`config.mk`:
```
export PLATFORM = sky130hd
export DESIGN_NAME = branch_resolve
export DESIGN_NICKNAME = d
export VERILOG_FILES = /design/src/hw/mem_stage_pkg.sv /design/src/hw/stage_reg.sv /design/src/hw/branch_resolve.sv
export VERILOG_INCLUDE_DIRS = /design/src /design/src/include
export SDC_FILE = /design/constraint.sdc
export NUM_CORES = 1
export LEC_CHECK = 0
export ABC_CLOCK_PERIOD_IN_PS = 1200
export BUFFER_PORTS_ARGS = -buffer_cell sky130_fd_sc_hd__buf_2
export CAP_MARGIN = 25
export CORE_ASPECT_RATIO = 2
export CORE_MARGIN = 4
export CORE_UTILIZATION = 35
export DETAILED_ROUTE_END_ITERATION = 6
export PLACE_DENSITY = 0.77
export SYNTH_ARGS = -nofsm -noshare
export SYNTH_HDL_FRONTEND = slang
export SYNTH_SLANG_ARGS = --single-unit
```
`constraint.sdc`:
```
create_clock -name i_clock -period 1.2 [get_ports i_clock]
set_input_delay 0.12 -clock i_clock [delete_from_list [all_inputs] [get_ports i_clock]]
set_output_delay 0.12 -clock i_clock [all_outputs]
set_load 0.01 [all_outputs]
```
`src/include/mem_stage_macros.svh`:
```
`ifndef MEM_STAGE_MACROS_SVH
`define MEM_STAGE_MACROS_SVH

// Datapath widths
`define MS_NB_DATA 32
`define MS_NB_ADDR 32
`define MS_NB_PC   32
`define MS_NB_REG  5

// Data memory depth in 32-bit words
`define MS_MEM_WORDS 256

// Register written by jump-and-link
`define MS_LINK_REG 31

`endif

```
`src/hw/mem_stage_pkg.sv`:
```
`include "mem_stage_macros.svh"

package mem_stage_pkg;

    typedef logic [`MS_NB_DATA-1:0] data_t;
    typedef logic [`MS_NB_ADDR-1:0] addr_t;
    typedef logic [`MS_NB_PC-1:0]   pc_t;
    typedef logic [`MS_NB_REG-1:0]  reg_idx_t;

    // Word index width of the data memory
    localparam int MEM_AW = $clog2(`MS_MEM_WORDS);

    localparam reg_idx_t LINK_REG = `MS_LINK_REG;

    // Load and store size, encoded from the one-hot enables at the top
    typedef enum logic [1:0] {
        SIZE_BYTE = 2'b00,
        SIZE_HALF = 2'b01,
        SIZE_WORD = 2'b10
    } access_size_e;

    // Contents of the MEM/WB register
    typedef struct packed {
        logic     reg_write;            // Register file write enable
        reg_idx_t wb_reg;               // Destination register
        data_t    wb_data;              // Value to write back
        logic     halt;                 // Halt travelling down the pipe
    } wb_payload_t;

    // Sticky halt state
    typedef struct packed {
        logic halted;                   // Set on first halt, cleared by reset
        pc_t  pc;                       // PC of the halting instruction
    } halt_status_t;

endpackage

```
`src/hw/stage_reg.sv`:
```
`timescale 1ns/10ps

module stage_reg #(
    parameter type T = logic
) (
    input  logic i_clock,
    input  logic i_arst_n,
    input  logic i_en,
    input  T     i_d,
    output T     o_q
);

    T q;

    always_ff @(posedge i_clock or negedge i_arst_n) begin
        if (!i_arst_n) begin
            q <= '0;
        end else if (i_en) begin
            q <= i_d;
        end
    end

    assign o_q = q;

endmodule

```
`src/hw/branch_resolve.sv`:
```
`timescale 1ns/10ps

module branch_resolve
    import mem_stage_pkg::*;
(
    input  logic         i_clock,
    input  logic         i_arst_n,
    input  logic         i_branch,
    input  logic         i_zero,
    input  pc_t          i_branch_addr,
    input  logic         i_hlt,
    input  pc_t          i_pc,
    output logic         o_branch_taken,
    output pc_t          o_branch_addr,
    output halt_status_t o_halt_status
);

    halt_status_t halt_d;
    halt_status_t halt_q;
    logic         halt_capture;

    // IF redirect, no register
    assign o_branch_taken = i_branch & i_zero;
    assign o_branch_addr  = i_branch_addr;

    // Only the first halt is recorded
    assign halt_capture  = i_hlt & ~halt_q.halted;
    assign halt_d.halted = 1'b1;
    assign halt_d.pc     = i_pc;

    stage_reg #(
        .T (halt_status_t)
    ) halt_reg_i (
        .i_clock  (i_clock),
        .i_arst_n (i_arst_n),
        .i_en     (halt_capture),
        .i_d      (halt_d),
        .o_q      (halt_q)
    );

    assign o_halt_status = halt_q;

endmodule

```
---- After elaboration in Yosys (flattened, before gate mapping) ----
Cells that the tools add are included.
word-level totals
  RAM bits ................................ 0
  bits of input ports ..................... 69
  latch bits .............................. 0
  flip-flop bits (word level) ............. 33
  bits in read-only memories .............. 0
  memories ................................ 0
cells by class
  $mul .................................... 0
  $add $sub $neg .......................... 0
  shift-type cells ........................ 0
  divide/modulo/power cells ............... 0
  reduce and logical (&&, ||, !) cells .... 0
  mux-type cells .......................... 0
  eq/ne operators ......................... 0
  order comparisons ....................... 0
  bitwise logic cells ..................... 3
operators with widths
  cell               number
  1-bit bitwise AND  2
  1-bit inverter     1

---- Depth between registers and ports, before layout ----
  depth in word-level cells ............... 2
  gate-level depth with buffers ........... 4
  mapped depth without buffers ............ 2

---- By module ----
Synthesis repeated with hierarchy kept, for this count alone.
second synthesis, totals
  cells, all modules ...................... 105
  area total of the unflattened synthesis .. 1645.3 µm²
modules (own cells, without submodules)
  module          instances  area an instance (µm²)  cells an instance  sequential area each (µm²)
  stage_reg       1          1381.3                  70                 825.8
  branch_resolve  1          264.0                   35                 0.0

---- Worst setup path before layout ----
No wires, ideal clock.
  path kind ............................... register to register
  start ................................... reg halt_reg_i.q, in the netlist halt_reg_i.o_q[32]
  end ..................................... reg halt_reg_i.q, in the netlist halt_reg_i.o_q[0]
  period minus slack after synthesis ...... 1.230 ns
  stages on the path, launching flop included .. 5
  setup time .............................. 0.125 ns
  required time ........................... 1.075 ns
  setup slack ............................. -0.030 ns
  arrival ................................. 1.105 ns
  cell sequence ........................... dfrtp_1 > nor2b_4 > buf_6 > buf_12 > mux2_4
on the way
  longest elaborated chain between the ends .. 2
RTL lines
  item                    RTL line              RTL
  from (decl)             stage_reg.sv:13       T q;
  from (signal assigned)  stage_reg.sv:19       q <= i_d;
  1-bit inverter          branch_resolve.sv:27  assign halt_capture = i_hlt & ~halt_q.halted;
  1-bit bitwise AND       branch_resolve.sv:27
No other way between the ends.
A chain may end at the register's enable or synchronous reset.

---- Worst setup path after layout ----
  start ................................... reg halt_reg_i.q, in the netlist halt_reg_i.o_q[32]
  end ..................................... reg halt_reg_i.q, in the netlist halt_reg_i.o_q[1]
Same word-level chain as after synthesis.

==> impl_metrics.tcl <==
set metrics [dict create \
    status "finished with violations" \
    violations "negative setup slack" \
    fmaxAchievable_mhz 810 \
    cts_buffer_depth 2 \
    drv_slew 0 \
    crit_buf_inv 1 \
    drtIter0Drc 19 \
    grt_pass1_vias 976 \
    yosys_register_bits 33 \
    whs_endpoint "halt_reg_i.o_q[32]$_DFFE_PN0P_" \
    drive_gt1_share_pct 76.5 \
    final_nets 218 \
    crit_path_end_kind "flip-flop" \
    cts_max_level 2 \
    drc 0 \
    synthCells 104 \
    reg2reg_to "halt_reg_i.o_q[1]$_DFFE_PN0P_" \
    period_share_pct 103 \
    area_delta_synth_final_pct 16.8 \
    drt_pass1_iterations 3 \
    cap_violations 0 \
    setup_viol 24 \
    dieArea_um2 5900 \
    ys_warn_count 0 \
    totalWireLength_um 3130 \
    wire_per_inst_um 15.3 \
    viasPerCell 4.43 \
    fin_ws_ns -0.0340 \
    slew_headroom_pct 80.3 \
    numCtsBuffers 5 \
    dieHeight_um 105 \
    rsz0062_at_grt "true" \
    die_x_um 56.4 \
    io_buffers 70 \
    largest_register_ffs 33 \
    core_area_um2 4550 \
    path_cells "nor2b_4 -> buf_12 -> mux2_4" \
    p_leak_nw 0.990 \
    start_util_pct 35.9 \
    syn-num-nets 173 \
    avgSynthCellArea_um2 15.7 \
    finClkSkew_ns 0.00530 \
    crit_type "flip-flop to flip-flop" \
    rows 35 \
    ys_types 9 \
    cts_root_buffer "clkbuf_8" \
    clkLatencyLatePin_ns 0.27 \
    hold_depth 2 \
    cp-start-kind "flip-flop" \
    reg2reg_depth 3 \
    cts_tree "done" \
    hold_viol_final 0 \
    synth_seq_area_share_pct 50.5 \
    grt_max_degree 23 \
    antenna_found_initial 0 \
    place_area_um2 1800 \
    gr-total-overflow 0 \
    max_stage_delay_ns 0.41 \
    slowest_stage "dfrtp_1" \
    fin_tns_setup_ns -0.529 \
    vdd_drop_max_uv 781 \
    r2r_slack_ns -0.03 \
    synth_area_um2 1640 \
    holdWs_ns 0.0548 \
    p_per_area_nw_per_um2 1370 \
    ant_nets 0 \
    crit_required_ns 1.36 \
    grt_first_pass_wirelength_um 4840 \
    critPathTopFamily "flip-flops" \
    insertedDiodeCount 0 \
    grt_usage_pct 10.7 \
    cp_max_fo 18 \
    place.gp.congestion 0.693 \
    min_path_type "primary input to flip-flop" \
    via_count 903 \
    place_hpwl_um 2370 \
    path_clk_slew_ns 0.07 \
    io_pins 135 \
    hold_path.startpoint "i_hlt" \
    cts_sinks 33 \
    fillers 441 \
    arrival_ns 1.39 \
    r2r_start "halt_reg_i.o_q[32]$_DFFE_PN0P_" \
    final_area_um2 1910 \
    final.min_clock_period_ns 1.23 \
    worst_slew_pin_slew_ns 0.295 \
]
how the worst max path moves through the flow:
stage                                        start                       endpoint  cells past startpoint
floorplan           halt_reg_i.o_q[32]$_DFFE_PN0P_  halt_reg_i.o_q[0]$_DFFE_PN0P_                      4
global placement    halt_reg_i.o_q[32]$_DFFE_PN0P_  halt_reg_i.o_q[0]$_DFFE_PN0P_                      3
detailed placement  halt_reg_i.o_q[32]$_DFFE_PN0P_  halt_reg_i.o_q[1]$_DFFE_PN0P_                      3
CTS                 halt_reg_i.o_q[32]$_DFFE_PN0P_  halt_reg_i.o_q[9]$_DFFE_PN0P_                      3
global route        halt_reg_i.o_q[32]$_DFFE_PN0P_  halt_reg_i.o_q[9]$_DFFE_PN0P_                      3
finish              halt_reg_i.o_q[32]$_DFFE_PN0P_  halt_reg_i.o_q[1]$_DFFE_PN0P_                      3
layout by cell type (no fill, tap or decap), drive strengths merged:
master and instances:
buf 73, nor2b 1, clkbuf 6, or2 1
mux2 32, and2 1, clkinvlp 1, dfrtp 33
dlygate4sd3 1
stage by stage:
| stage | utilization, % | worst slack [ns] | instances | total power (W) |
|---|---|---|---|---|
| 6_report | 42.0 | -0.0340 | 204 | 0.00262 |
| 5_1_grt | 42.0 | -0.0966 | 204 | 0.00276 |
| 4_1_cts | 42.0 | -0.0506 | 204 | 0.00267 |
| 3_5_place_dp | 39.6 | -0.0338 | 196 | 0.00180 |
| 3_3_place_gp | 39.6 | -0.0145 | 196 | 0.00179 |
| 2_1_floorplan | - | -0.0297 | 104 | 0.00167 |
what timing repair did:
item	in CTS	in global routing
pin swaps	0	0
hold buffers	1	0
endpoints found under the hold margin	11	0
resized for setup	2	0
setup endpoints to repair	31	32
setup buffers	0	0
layer usage:
| metal | up-vias | part of all wire [%] | track usage, % |
|---|---|---|---|
| met5 | - | 0 | 0 |
| li1 | 398 | - | - |
| met4 | 0 | 6.0 | 9.00 |
| met3 | 33 | 8.2 | 3.09 |
| met2 | 48 | 52 | 18.0 |
| met1 | 424 | 33 | 10.5 |
report_power, final:
| group | switching [W] | leakage, nW | total, W | internal [W] |
|---|---|---|---|---|
| Sequential | 0.0000677 | 0.405 | 0.00131 | 0.00124 |
| Combinational | 0.000185 | 0.542 | 0.000477 | 0.000292 |
| Clock | 0.000380 | 0.0433 | 0.000833 | 0.000453 |
| Total | 0.000633 | 0.990 | 0.00262 | 0.00198 |
cells in the mapped netlist:
library cell | count | area (µm²)
mux2_4 | 30 | 450
or2_2 | 1 | 6.26
mux2_2 | 2 | 22.5
and2_1 | 1 | 6.26
buf_12 | 3 | 60.1
nor2b_4 | 1 | 13.8
buf_4 | 32 | 240
dfrtp_1 | 33 | 826
buf_6 | 1 | 11.3
cells by family after synthesis:
group / after synthesis / synth area share, %
mux: 32 / 28.9
flops: 33 / 50.5
simple gates: 3 / 1.61
buf+inv: 36 / 19.0
final cells by class:
cell class | instances | area [µm²] | area share (%)
timing repair buffer | 74 | 420 | 22.0
clock buffer | 6 | 82.6 | 4.32
clock inverter | 1 | 7.51 | 0.393
multi-input combinational | 35 | 507 | 26.5
tap | 55 | 68.8 | 3.60
sequential | 33 | 826 | 43.2
worst register-to-register path: cells and delay by family (launching register included):
family	cells	cell delay, ns
DFF	1	0.41
buffers and inverters	1	0.21
muxes	1	0.32
and+or+nand+nor	1	0.18
(Power assumes the default switching activity.)
