$ cat config.mk
export PLATFORM = sky130hd
export DESIGN_NAME = writeback_select_flat
export DESIGN_NICKNAME = d
export VERILOG_FILES = /design/src/hw/mem_stage_pkg.sv /design/src/hw/mem_req_if.sv /design/src/hw/stage_reg.sv /design/src/hw/writeback_select.sv /design/src/flat_wrapper.sv
export VERILOG_INCLUDE_DIRS = /design/src /design/src/include
export SDC_FILE = /design/constraint.sdc
export NUM_CORES = 1
export LEC_CHECK = 0
export ABC_AREA = 0
export BUFFER_PORTS_ARGS = -buffer_cell sky130_fd_sc_hd__buf_2
export CAP_MARGIN = 20
export CORE_ASPECT_RATIO = 1.5
export CORE_MARGIN = 1.5
export CORE_UTILIZATION = 45
export CTS_CLUSTER_DIAMETER = 100
export CTS_CLUSTER_SIZE = 30
export DETAILED_ROUTE_END_ITERATION = 10
export PLACE_DENSITY = 0.87
export SLEW_MARGIN = 25
export SYNTH_ARGS = -nofsm -noshare
export SYNTH_HDL_FRONTEND = slang
export SYNTH_HIERARCHICAL = 1
export SYNTH_SLANG_ARGS = --single-unit
$ cat constraint.sdc
create_clock -name i_clock -period 1.2 [get_ports i_clock]
set_input_delay 0.06 -clock i_clock [delete_from_list [all_inputs] [get_ports i_clock]]
set_output_delay 0.06 -clock i_clock [all_outputs]
set_load 0.005 [all_outputs]
$ cat src/include/mem_stage_macros.svh
`ifndef MEM_STAGE_MACROS_SVH
`define MEM_STAGE_MACROS_SVH

// Datapath widths
`define MS_NB_DATA 32
`define MS_NB_ADDR 32
`define MS_NB_PC   32
`define MS_NB_REG  5

// Data memory depth in 32-bit words
`define MS_MEM_WORDS 256

// Register written by jump-and-link
`define MS_LINK_REG 31

`endif

$ cat src/hw/mem_stage_pkg.sv
`include "mem_stage_macros.svh"

package mem_stage_pkg;

    typedef logic [`MS_NB_DATA-1:0] data_t;
    typedef logic [`MS_NB_ADDR-1:0] addr_t;
    typedef logic [`MS_NB_PC-1:0]   pc_t;
    typedef logic [`MS_NB_REG-1:0]  reg_idx_t;

    // Word index width of the data memory
    localparam int MEM_AW = $clog2(`MS_MEM_WORDS);

    localparam reg_idx_t LINK_REG = `MS_LINK_REG;

    // Load and store size, encoded from the one-hot enables at the top
    typedef enum logic [1:0] {
        SIZE_BYTE = 2'b00,
        SIZE_HALF = 2'b01,
        SIZE_WORD = 2'b10
    } access_size_e;

    // Contents of the MEM/WB register
    typedef struct packed {
        logic     reg_write;            // Register file write enable
        reg_idx_t wb_reg;               // Destination register
        data_t    wb_data;              // Value to write back
        logic     halt;                 // Halt travelling down the pipe
    } wb_payload_t;

    // Sticky halt state
    typedef struct packed {
        logic halted;                   // Set on first halt, cleared by reset
        pc_t  pc;                       // PC of the halting instruction
    } halt_status_t;

endpackage

$ cat src/hw/mem_req_if.sv
`timescale 1ns/10ps

interface mem_req_if
    import mem_stage_pkg::*;
();

    logic         read;                 // Load request
    logic         write;                // Store request
    access_size_e size;                 // Access size
    addr_t        addr;                 // Byte address
    data_t        wdata;                // Store data, right aligned
    data_t        rdata;                // Load data, one cycle after the request

    modport requester (
        output read, write, size, addr, wdata,
        input  rdata
    );

    modport memory (
        input  read, write, size, addr, wdata,
        output rdata
    );

    // Writeback only needs the load data and whether a load was issued
    modport monitor (
        input  read, rdata
    );

endinterface

$ cat src/hw/stage_reg.sv
`timescale 1ns/10ps

module stage_reg #(
    parameter type T = logic
) (
    input  logic i_clock,
    input  logic i_arst_n,
    input  logic i_en,
    input  T     i_d,
    output T     o_q
);

    T q;

    always_ff @(posedge i_clock or negedge i_arst_n) begin
        if (!i_arst_n) begin
            q <= '0;
        end else if (i_en) begin
            q <= i_d;
        end
    end

    assign o_q = q;

endmodule

$ cat src/hw/writeback_select.sv
`timescale 1ns/10ps

module writeback_select
    import mem_stage_pkg::*;
(
    input  logic        i_clock,
    input  logic        i_arst_n,
    mem_req_if.monitor  mem,
    input  logic        i_reg_write,
    input  logic        i_mem_to_reg,
    input  logic        i_r31_ctrl,
    input  reg_idx_t    i_sel_reg,
    input  data_t       i_alu_result,
    input  pc_t         i_pc,
    input  logic        i_hlt,
    output wb_payload_t o_wb
);

    wb_payload_t wb_d;
    wb_payload_t wb_q;
    logic        load_q;

    // Link writes the incoming PC into r31
    always_comb begin
        wb_d.reg_write = i_reg_write;
        wb_d.halt      = i_hlt;
        if (i_r31_ctrl) begin
            wb_d.wb_reg  = LINK_REG;
            wb_d.wb_data = i_pc;
        end else begin
            wb_d.wb_reg  = i_sel_reg;
            wb_d.wb_data = i_alu_result;
        end
    end

    stage_reg #(
        .T (wb_payload_t)
    ) wb_reg_i (
        .i_clock  (i_clock),
        .i_arst_n (i_arst_n),
        .i_en     (1'b1),                   // One item per cycle, never stalls
        .i_d      (wb_d),
        .o_q      (wb_q)
    );

    // Load data arrives with the edge, so its select is registered
    always_ff @(posedge i_clock or negedge i_arst_n) begin
        if (!i_arst_n) begin
            load_q <= 1'b0;
        end else begin
            load_q <= i_mem_to_reg & mem.read;
        end
    end

    // Memory data wins over link and ALU result
    always_comb begin
        o_wb = wb_q;
        if (load_q) begin
            o_wb.wb_data = mem.rdata;
        end
    end

endmodule

$ cat src/flat_wrapper.sv
// flat-port wrapper written by rule: the top's interface ports become plain ports
module writeback_select_flat import mem_stage_pkg::*;
  (i_clock, i_arst_n, i_reg_write, i_mem_to_reg, i_r31_ctrl, i_sel_reg, i_alu_result, i_pc, i_hlt, o_wb, mem_read, mem_rdata);
  mem_req_if mem_i ();
  input  logic i_clock;
  input  logic i_arst_n;
  input  logic i_reg_write;
  input  logic i_mem_to_reg;
  input  logic i_r31_ctrl;
  input  reg_idx_t i_sel_reg;
  input  data_t i_alu_result;
  input  pc_t i_pc;
  input  logic i_hlt;
  output wb_payload_t o_wb;
  input wire logic [$bits(mem_i.read)-1:0] mem_read;
  input wire logic [$bits(mem_i.rdata)-1:0] mem_rdata;
  assign mem_i.read = mem_read;
  assign mem_i.rdata = mem_rdata;
  writeback_select u_core (.i_clock(i_clock), .i_arst_n(i_arst_n), .mem(mem_i), .i_reg_write(i_reg_write), .i_mem_to_reg(i_mem_to_reg), .i_r31_ctrl(i_r31_ctrl), .i_sel_reg(i_sel_reg), .i_alu_result(i_alu_result), .i_pc(i_pc), .i_hlt(i_hlt), .o_wb(o_wb));
endmodule
# Word level (Yosys, flattened, before mapping)

Index checks and enable logic that the tools add are counted.

Register bits: 40
Input bits: 108
Output and inout bits: 39
Word-level logic and storage cells: 8

Multiplexer cells: 2
Bitwise gates (word level): 1

Operators with widths:

| cell          | number |
|---|---|
| $mux W37      | 1 |
| $mux W32      | 1 |
| $and A1 B1 Y1 | 1 |

# Logic depth before layout (Yosys ltp)

Gate-level depths: netlist (run 1).

Depth in word-level cells: 1
Depth in mapped cells: 4
Mapped depth without buffers: 2

# Hierarchy

Netlist (run 1), hierarchy kept.

By module, submodules not included:

| module           | instances | cells an instance | area an instance (um^2) | seq. area each (um^2) |
|---|---|---|---|---|
| stage_reg        | 1         | 82                | 1,493.9                 | 975.9 |
| writeback_select | 1         | 80                | 1,101.1                 | 25.0 |

# Worst setup path before layout (run 1)

OpenSTA, ideal clock, no wires.

Path type: in2reg
From: input i_r31_ctrl
To: register u_core.wb_reg_i.q, in the netlist u_core/wb_reg_i/o_q[32]
Setup time: 0.125 ns
Data arrival time: 0.876 ns
Slack: 0.200 ns
Stages on the path: 4
Cells stage by stage: buf_6 > buf_6 > mux2_4 > mux2_2

RTL lines:

| item                 | line              | text |
|---|---|---|
| start, declared      | flat_wrapper.sv:9 | `input logic i_r31_ctrl;` |
| end signal, assigned | stage_reg.sv:19   | `q <= i_d;` |
| end, declared        | stage_reg.sv:13   | `T q;` |

==> impl_metrics.py, run 1 <==
metrics = {
    "detailed_routing": {
        "wirelength_mm": 5.89,
        "drt-initial-drc-count": 43,
        "drt_first_pass_iters": 3,
        "routedWlPerCell_um": 15.3,
        "ant_nets": 0,
        "num_vias": 1875,
        "avgViaCountPerCell": 4.86,
        "drc_errors": 0,
    },
    "logic_synthesis": {
        "synth_compound_area_share_pct": 0,
        "ys_warn_count": 6,
        "syn_avg_cell_area_um2": 16.0,
        "netlist_area_um2": 2590,
        "yosys.area.top_type": "dfrtp_1",
        "synth_top_family_by_area": "multiplexers",
        "yosysSeqAreaShare_pct": 38.6,
        "synth.top_cell.area_share_pct": 38.6,
        "synthAdderAreaFrac_pct": 0,
        "synthXorXnorAreaFrac_pct": 0,
        "syn-instance-count": 162,
        "yosys-top-cells-area": "dfrtp_1, mux2_4, mux2_2",
        "ys_seq_elements": 40,
        "synth.distinct_cells": 10,
        "synthSimpleGateAreaFrac_pct": 1.45,
        "synthMuxAreaShare_pct": 54.1,
    },
    "setup_path": {
        "worstSetupPathType": "flip-flop to output pin",
        "cp-start-kind": "flip-flop",
        "startpoint": "u_core/load_q$_DFF_PN0_",
        "cp-end-kind": "output pin",
        "critPathMaxFanout": 15,
        "crit_path_end": "o_wb[28]",
        "cp.required_ns": 1.14,
        "arrival_ns": 1.35,
    },
    "timing": {
        "postLayoutSetupSlackWorst_ns": -0.211,
        "hold_ws_ns": 0.0220,
        "hold_viol_final": 0,
        "period_minus_slack_ns": 1.41,
        "fmax_mhz": 709,
        "rsz0062_at_grt": "true",
        "finalMaxSlewViolations": 0,
        "setup_viol": 32,
        "min_period_over_period_pct": 118,
    },
    "power_and_ir_drop": {
        "seq_power_share_pct": 43.1,
        "intPower_mw": 2.83,
        "power_frac_comb_pct": 33.0,
        "pwr-share-clk_pct": 23.9,
        "powerDensity_nw_per_um2": 1020,
        "max-vdd-ir-drop_mv": 0.629,
        "p_sw_uw": 885,
        "p_leak_nw": 1.88,
        "swShare_pct": 23.8,
    },
    "final_layout": {
        "finalInstanceArea_um2": 3650,
        "n_antenna_cell": 0,
        "stdcell_count": 386,
        "fillers": 424,
        "multiInputGateArea_um2": 1460,
        "drive_gt1_share_pct": 84.5,
        "areaGrowthSynthToFinish_pct": 40.8,
        "ff_latch_area_um2": 1000,
        "nets": 423,
    },
    "global_routing": {
        "grt_pass1_vias": 1956,
        "grt_max_degree": 41,
        "grt_pass1_wl_mm": 8.54,
        "grt_overflow": 0,
        "antenna_found_initial": 0,
        "grt_usage_pct": 17.8,
    },
    "clock_network": {
        "htree_levels": 2,
        "ctsRootBufferMaster": "clkbuf_8",
        "clk_pin_slew_ns": 0.07,
        "clockBufferDepth": 2,
        "cts_tree": "done",
        "numCtsBuffers": 5,
        "cts.sinks": 40,
    },
    "hold_path": {
        "hold_path.class": "input port to flip-flop",
    },
    "job": {
        "drv_cap": 0,
    },
    "floorplan": {
        "rows": 33,
        "die_w_um": 65.0,
        "fp.dieH_um": 96.0,
        "dieArea_um2": 6240,
        "io_pins": 147,
        "start_util_pct": 46.9,
        "core_area_um2": 5530,
    },
    "run_status": {
        "status": "finished, violations left",
        "violations": "setup timing",
    },
    "placement": {
        "place_area_um2": 3380,
        "place_inst": 374,
        "io_buffers": 146,
        "post-place-ws_ns": 0.0477,
        "gp_congestion": 0.738,
        "hpwl_mm": 4.44,
    },
}
## power groups by stage
| stage | sequential (mW) | combinational, mW | clock, mW |
|---|---|---|---|
| after global placement | 1.62 | 1.04 | 0 |
| after global routing | 1.62 | 1.31 | 0.981 |
| final | 1.60 | 1.23 | 0.888 |
| after floorplan | 1.59 | 0.686 | 0 |
| after detailed placement | 1.63 | 1.08 | 0 |
| after CTS | 1.60 | 1.17 | 0.936 |
## synth_stat cells
master   number
conb_1        1
buf_8         1
mux2_2       38
and2_1        1
or2_2         5
mux2_4       65
buf_4         2
dfrtp_1      40
buf_12        2
buf_6         7
## routing by layer
metal / share of wire (%) / GRT usage [%] / vias up
met1: 34 / 17.3 / 919
met4: 1.0 / 5.50 / 0
met5: 0 / 0 / -
met2: 60 / 36.8 / 72
li1: - / - / 880
met3: 5.0 / 3.16 / 4
## how the worst min path moves through the flow
stage,start,end,cells past startpoint
after floorplan,i_arst_n,u_core/load_q$_DFF_PN0_,0
after detailed placement,i_arst_n,u_core/wb_reg_i/o_q[4]$_DFFE_PN0P_,2
after global placement,i_arst_n,u_core/wb_reg_i/o_q[4]$_DFFE_PN0P_,2
after CTS,mem_read,u_core/load_q$_DFF_PN0_,2
after global routing,i_mem_to_reg,u_core/load_q$_DFF_PN0_,2
final,i_mem_to_reg,u_core/load_q$_DFF_PN0_,2
## cells in the final DEF (no fill, tap or decap)
cell type / n
dfrtp_2: 1
and2_1: 1
buf_12: 5
buf_6: 22
or2_2: 5
mux2_4: 67
conb_1: 3
dlygate4sd3_1: 4
mux2_2: 36
buf_2: 125
clkbuf_8: 6
dfrtp_1: 39
clkbuf_1: 2
## logic make-up (layout without fill, tap and decap cells)
| kind of cell | Yosys count | after routing |
|---|---|---|
| other | 1 | 3 |
| flip-flops | 40 | 40 |
| AND/OR/NAND/NOR | 6 | 6 |
| multiplexers | 103 | 103 |
| buffers and inverters | 12 | 164 |
## per-stage QoR
stage	TNS (ns)	power (mW)	util (%)
finish	-6.15	3.72	66.0
global route	-7.58	3.91	66.0
global placement	0	2.66	61.1
detailed placement	0	2.70	61.1
CTS	-6.65	3.71	64.9
floorplan	0	2.28	-
## layout make-up
cell class	count	area share, %
Clock buffer	8	2.47
Multi-Input combinational cell	112	40.0
Sequential cell	40	27.4
Tap cell	70	2.40
Timing Repair Buffer	156	27.7
## registers in the layout (all words and copies together), names as in the netlist
register / flops
u_core/load_q: 1
u_core/wb_reg_i/o_q: 39
## worst max-delay path: stages (launching register included)
cell	delay, ns
dfrtp_2	0.43
buf_12	0.19
mux2_4	0.32
buf_6	0.12
## timing repair
item | in CTS | in global routing
gates resized for setup | 15 | 9
endpoints found under the setup margin | 32 | 32
cloned | 0 | 0
hold buffers | 3 | 1
setup buffers | 0 | 0
endpoints found under the hold margin | 42 | 1
(Power assumes the default switching activity.)
==> inputs of run 2 (changes only) <==
--- a/config.mk
+++ b/config.mk
@@ -7,15 +7,15 @@
 export NUM_CORES = 1
 export LEC_CHECK = 0
 export ABC_AREA = 0
-export BUFFER_PORTS_ARGS = -buffer_cell sky130_fd_sc_hd__buf_2
 export CAP_MARGIN = 20
 export CORE_ASPECT_RATIO = 1.5
 export CORE_MARGIN = 1.5
-export CORE_UTILIZATION = 45
+export CORE_UTILIZATION = 50
 export CTS_CLUSTER_DIAMETER = 100
 export CTS_CLUSTER_SIZE = 30
 export DETAILED_ROUTE_END_ITERATION = 10
-export PLACE_DENSITY = 0.87
+export DONT_BUFFER_PORTS = 1
+export PLACE_DENSITY = 0.71
 export SLEW_MARGIN = 25
 export SYNTH_ARGS = -nofsm -noshare
 export SYNTH_HDL_FRONTEND = slang
==> constraint.sdc (replaced) <==
create_clock -name i_clock -period 1.5 [get_ports i_clock]
set_input_delay 0.375 -clock i_clock [delete_from_list [all_inputs] [get_ports i_clock]]
set_output_delay 0.375 -clock i_clock [all_outputs]
set_load 0.005 [all_outputs]
==> impl_metrics.py, run 2 (synthesis gave the netlist of run 1 again) <==
metrics = {
    "timing": {
        "fmax_mhz": 616,
        "period_minus_slack_ns": 1.62,
        "min_period_over_period_pct": 108,
        "postLayoutSetupSlackWorst_ns": -0.124,
        "setup_viol": 32,
        "finalMaxSlewViolations": 0,
        "hold_viol_final": 0,
        "rsz0062_at_grt": "true",
    },
    "final_layout": {
        "finalInstanceArea_um2": 2720,
        "areaGrowthSynthToFinish_pct": 4.92,
        "fillers": 422,
        "mostFrequentLayoutCells": "mux2_4, dfrtp_1, mux2_2",
        "drive_gt1_share_pct": 72.6,
        "n_antenna_cell": 0,
        "nets": 271,
        "final_common_cell": "mux2_4",
        "final_core_util_pct": 55.3,
        "largest_reg_flops": 39,
    },
    "detailed_routing": {
        "drt-initial-drc-count": 29,
        "drt_first_pass_iters": 3,
        "routedWlPerCell_um": 21.1,
        "wirelength_mm": 4.86,
        "drc_errors": 0,
        "avgViaCountPerCell": 5.82,
        "num_vias": 1338,
        "ant_nets": 0,
    },
    "clock_network": {
        "clockBufferDepth": 2,
        "ctsRootBufferMaster": "clkbuf_8",
        "postCtsSetupBuffers": 0,
        "cts.sinks": 40,
        "numCtsBuffers": 5,
        "clk_pin_slew_ns": 0.07,
        "htree_levels": 2,
        "cts_tree": "done",
    },
    "setup_path": {
        "cp-start-kind": "flip-flop",
        "cp_num_buf_inv": 1,
        "cp-end-kind": "output pin",
        "cp.required_ns": 1.12,
        "worst_path_max_delay_cell": "dfrtp_2",
        "startpoint": "u_core/load_q$_DFF_PN0_",
        "crit_chain": "buf_12, mux2_4",
        "cp_top_family": "flip-flops",
        "critPathMaxFanout": 21,
        "crit_path_end": "o_wb[21]",
        "cp.depth": 2,
        "cpPeakStageDelay_ns": 0.42,
        "worstSetupPathType": "flip-flop to output pin",
        "arrival_ns": 1.25,
    },
    "floorplan": {
        "rows": 31,
        "core_area_um2": 4930,
        "dieArea_um2": 5640,
        "fp.dieH_um": 91.2,
        "die_w_um": 61.8,
        "start_util_pct": 52.7,
        "io_pins": 147,
    },
    "placement": {
        "gp_congestion": 0.757,
        "place_area_um2": 2580,
        "hpwl_mm": 3.70,
        "io_buffers": 0,
    },
    "global_routing": {
        "grt_pass1_vias": 1476,
        "antenna_found_initial": 0,
        "grt_max_degree": 41,
        "grt_pass1_wl_mm": 7.14,
        "grt_overflow": 0,
        "grt_usage_pct": 17.1,
    },
    "job": {
        "drv_cap": 0,
    },
    "hold_path": {
        "hold_path.class": "input port to flip-flop",
    },
    "power_and_ir_drop": {
        "max-vdd-ir-drop_mv": 0.800,
        "powerDensity_nw_per_um2": 997,
        "power_mw": 2.72,
        "p_leak_nw": 1.24,
    },
    "run_status": {
        "status": "finished, violations left",
        "violations": "setup timing",
    },
}
-- run 2: cell types whose count changed in the layout (fill, tap and decap cells not counted), sizes merged --
cell         change
buf            -149
clkinv           +1
clkbuf           -2
bufinv           +1
dlygate4sd3      -3
-- run 2: repair_timing --
action / CTS / global route
gates resized for setup: 2 / 0
hold buffers: 2 / 0
pin swaps: 0 / 0
setup endpoints to repair: 32 / 32
hold endpoints to repair: 40 / 0
-- run 2: how the worst min path moves through the flow --
stage                           start                                   to  slack [ns]  cells after the start
final                     i_reg_write  u_core/wb_reg_i/o_q[38]$_DFFE_PN0P_        0.24                      1
after global routing      i_reg_write  u_core/wb_reg_i/o_q[38]$_DFFE_PN0P_        0.23                      1
after CTS                 i_reg_write  u_core/wb_reg_i/o_q[38]$_DFFE_PN0P_        0.23                      1
after detailed placement     i_arst_n  u_core/wb_reg_i/o_q[22]$_DFFE_PN0P_        0.08                      0
after global placement       i_arst_n  u_core/wb_reg_i/o_q[22]$_DFFE_PN0P_        0.08                      0
after floorplan              i_arst_n              u_core/load_q$_DFF_PN0_        0.08                      0
-- run 2: layout make-up --
cell class | count | area (µm²) | share of cell area, %
clock inverters | 2 | 35.0 | 1.29
well taps | 66 | 82.6 | 3.03
multi-input cells | 112 | 1460 | 53.6
clock buffers | 6 | 72.6 | 2.67
repair buffers | 4 | 70.1 | 2.57
flip-flops and latches | 40 | 1000 | 36.8
-- run 2: metrics by stage --
step	setup TNS, ns	worst slack [ns]	hold WS [ns]	std cells
after floorplan	0	0.185	0.0794	164
after detailed placement	0	0.142	0.0804	220
final	-3.21	-0.124	0.245	230
after global placement	0	0.164	0.0803	220
after global routing	-5.02	-0.183	0.228	230
after CTS	-3.88	-0.144	0.232	230
-- run 2: report_power, final --
part	switching [mW]	internal [mW]	leakage (nW)
Sequential	0.0758	1.21	0.461
Combinational	0.182	0.403	0.721
Clock	0.356	0.494	0.0552
Total	0.613	2.10	1.24
-- run 2: per-layer routing --
| metal | GRT usage (%) | share of wire (%) | up-vias |
|---|---|---|---|
| met5 | 0 | 0 | - |
| met4 | 5.32 | 0.99 | 0 |
| met3 | 6.98 | 11 | 4 |
| met2 | 30.4 | 54 | 94 |
| met1 | 17.3 | 34 | 661 |
| li1 | - | - | 579 |
==> inputs of run 3 (changes only) <==
--- a/config.mk
+++ b/config.mk
@@ -8,7 +8,6 @@
 export LEC_CHECK = 0
 export ABC_AREA = 0
 export CAP_MARGIN = 20
-export CORE_ASPECT_RATIO = 1.5
 export CORE_MARGIN = 1.5
 export CORE_UTILIZATION = 50
 export CTS_CLUSTER_DIAMETER = 100
@@ -16,6 +15,7 @@
 export DETAILED_ROUTE_END_ITERATION = 10
 export DONT_BUFFER_PORTS = 1
 export PLACE_DENSITY = 0.71
+export SKIP_LAST_GASP = 1
 export SLEW_MARGIN = 25
 export SYNTH_ARGS = -nofsm -noshare
 export SYNTH_HDL_FRONTEND = slang
==> impl_metrics.py, run 3 (synthesis gave the netlist of run 1 again) <==
metrics = {
    "setup_path": {
        "cp-end-kind": "output pin",
        "critPathMaxFanout": 24,
        "cp-start-kind": "flip-flop",
        "cp.required_ns": 1.12,
        "startpoint": "u_core/load_q$_DFF_PN0_",
        "worstSetupPathType": "flip-flop to output pin",
        "crit_path_end": "o_wb[28]",
        "arrival_ns": 1.23,
    },
    "timing": {
        "setup_viol": 32,
        "fmax_mhz": 625,
        "hold_viol_final": 0,
        "finalMaxSlewViolations": 0,
        "tns_ns": -2.86,
        "postLayoutSetupSlackWorst_ns": -0.101,
        "min_period_over_period_pct": 107,
        "period_minus_slack_ns": 1.60,
        "rsz0062_at_grt": "true",
        "hold_ws_ns": 0.231,
    },
    "detailed_routing": {
        "routedWlPerCell_um": 20.2,
        "drc_errors": 0,
        "num_vias": 1307,
        "wirelength_mm": 4.72,
        "drt-initial-drc-count": 21,
        "ant_nets": 0,
        "drt_first_pass_iters": 4,
        "avgViaCountPerCell": 5.59,
    },
    "final_layout": {
        "mostFrequentLayoutCells": "mux2_4, dfrtp_1, mux2_2",
        "areaGrowthSynthToFinish_pct": 3.76,
        "nets": 271,
        "drive_gt1_share_pct": 73.2,
        "ff_latch_area_um2": 1000,
        "largest_reg_flops": 39,
        "final_core_util_pct": 53.4,
        "fillers": 407,
        "n_antenna_cell": 0,
        "multiInputGateArea_um2": 1450,
        "final_common_cell": "mux2_4",
    },
    "run_status": {
        "violations": "setup timing",
        "status": "finished, violations left",
    },
    "clock_network": {
        "ctsRootBufferMaster": "clkbuf_8",
        "postCtsSetupBuffers": 0,
        "clk_pin_slew_ns": 0.07,
        "cts_tree": "done",
        "clockBufferDepth": 2,
        "cts.sinks": 40,
        "numCtsBuffers": 5,
        "htree_levels": 2,
    },
    "global_routing": {
        "grt_max_degree": 41,
        "grt_overflow": 0,
        "antenna_found_initial": 0,
        "grt_usage_pct": 15.5,
        "grt_pass1_wl_mm": 6.40,
        "grt_pass1_vias": 1370,
    },
    "placement": {
        "io_buffers": 0,
        "gp_congestion": 0.730,
        "hpwl_mm": 3.52,
    },
    "floorplan": {
        "rows": 26,
        "core_area_um2": 5040,
        "start_util_pct": 51.5,
        "fp.dieH_um": 75.0,
        "io_pins": 147,
        "dieArea_um2": 5630,
        "die_w_um": 75.0,
    },
    "power_and_ir_drop": {
        "seq_power_share_pct": 49.9,
        "power_mw": 2.57,
        "swShare_pct": 23.5,
        "p_leak_nw": 1.22,
        "pwr-share-clk_pct": 27.8,
        "powerDensity_nw_per_um2": 955,
        "max-vdd-ir-drop_mv": 0.436,
        "p_sw_uw": 604,
        "power_frac_comb_pct": 22.3,
        "intPower_mw": 1.97,
    },
    "hold_path": {
        "hold_path.class": "input port to flip-flop",
    },
    "job": {
        "drv_cap": 0,
    },
}
## run 3: cell count changes in the layout (fill, tap and decap cells not counted)
cell / change
buf_4: +1
mux2_2: +2
clkbuf_8: +1
mux2_4: -2
buf_12: -1
bufinv_16: -1
clkbuf_1: -1
clkinv_2: +1
## run 3: area by class of cell
| class | count | share of cell area, % |
|---|---|---|
| repair buffers | 4 | 2.14 |
| clock inverters | 2 | 0.372 |
| clock buffers | 6 | 3.07 |
| multi-input cells | 112 | 53.9 |
| well taps | 70 | 3.25 |
| flip-flops and latches | 40 | 37.2 |
## run 3: what timing repair did
action | in CTS | in global routing
gates resized for setup | 0 | 0
hold buffers | 2 | 0
setup endpoints to repair | 32 | 32
endpoints found under the hold margin | 40 | 0
gates cloned | 0 | 0
## run 3: power groups by stage
stage / registers, mW / logic [mW] / clock network, mW
after global placement: 1.30 / 0.527 / 0
after detailed placement: 1.31 / 0.542 / 0
after floorplan: 1.27 / 0.549 / 0
after global routing: 1.30 / 0.617 / 0.797
after CTS: 1.29 / 0.575 / 0.751
final: 1.28 / 0.573 / 0.715
## run 3: metal layers
metal	up-vias	part of all wire [%]	GRT usage (%)
met5	-	0	0
met4	0	0.76	4.85
met3	4	8.7	4.15
met2	84	54	29.9
met1	642	36	16.1
li1	577	-	-
## run 3: worst min-delay path by stage
| stage | start | to | slack (ns) | depth (start not counted) |
|---|---|---|---|---|
| floorplan | i_arst_n | u_core/load_q$_DFF_PN0_ | 0.08 | 0 |
| global placement | i_arst_n | u_core/wb_reg_i/o_q[27]$_DFFE_PN0P_ | 0.08 | 0 |
| detailed placement | i_arst_n | u_core/wb_reg_i/o_q[27]$_DFFE_PN0P_ | 0.08 | 0 |
| CTS | mem_read | u_core/load_q$_DFF_PN0_ | 0.22 | 1 |
| global route | mem_read | u_core/load_q$_DFF_PN0_ | 0.22 | 1 |
| finish | mem_read | u_core/load_q$_DFF_PN0_ | 0.23 | 1 |
## run 3: metrics by stage
stage	instance area (µm²)	instances	worst slack, ns
final	2690	234	-0.101
after global routing	2690	234	-0.148
after CTS	2690	234	-0.121
after detailed placement	2570	224	0.201
after global placement	2570	224	0.213
after floorplan	2600	164	0.185
## run 3: worst max-delay path, stage by stage (launching register included)
cell	delay, ns
dfrtp_2	0.39
buf_12	0.21
mux2_4	0.33
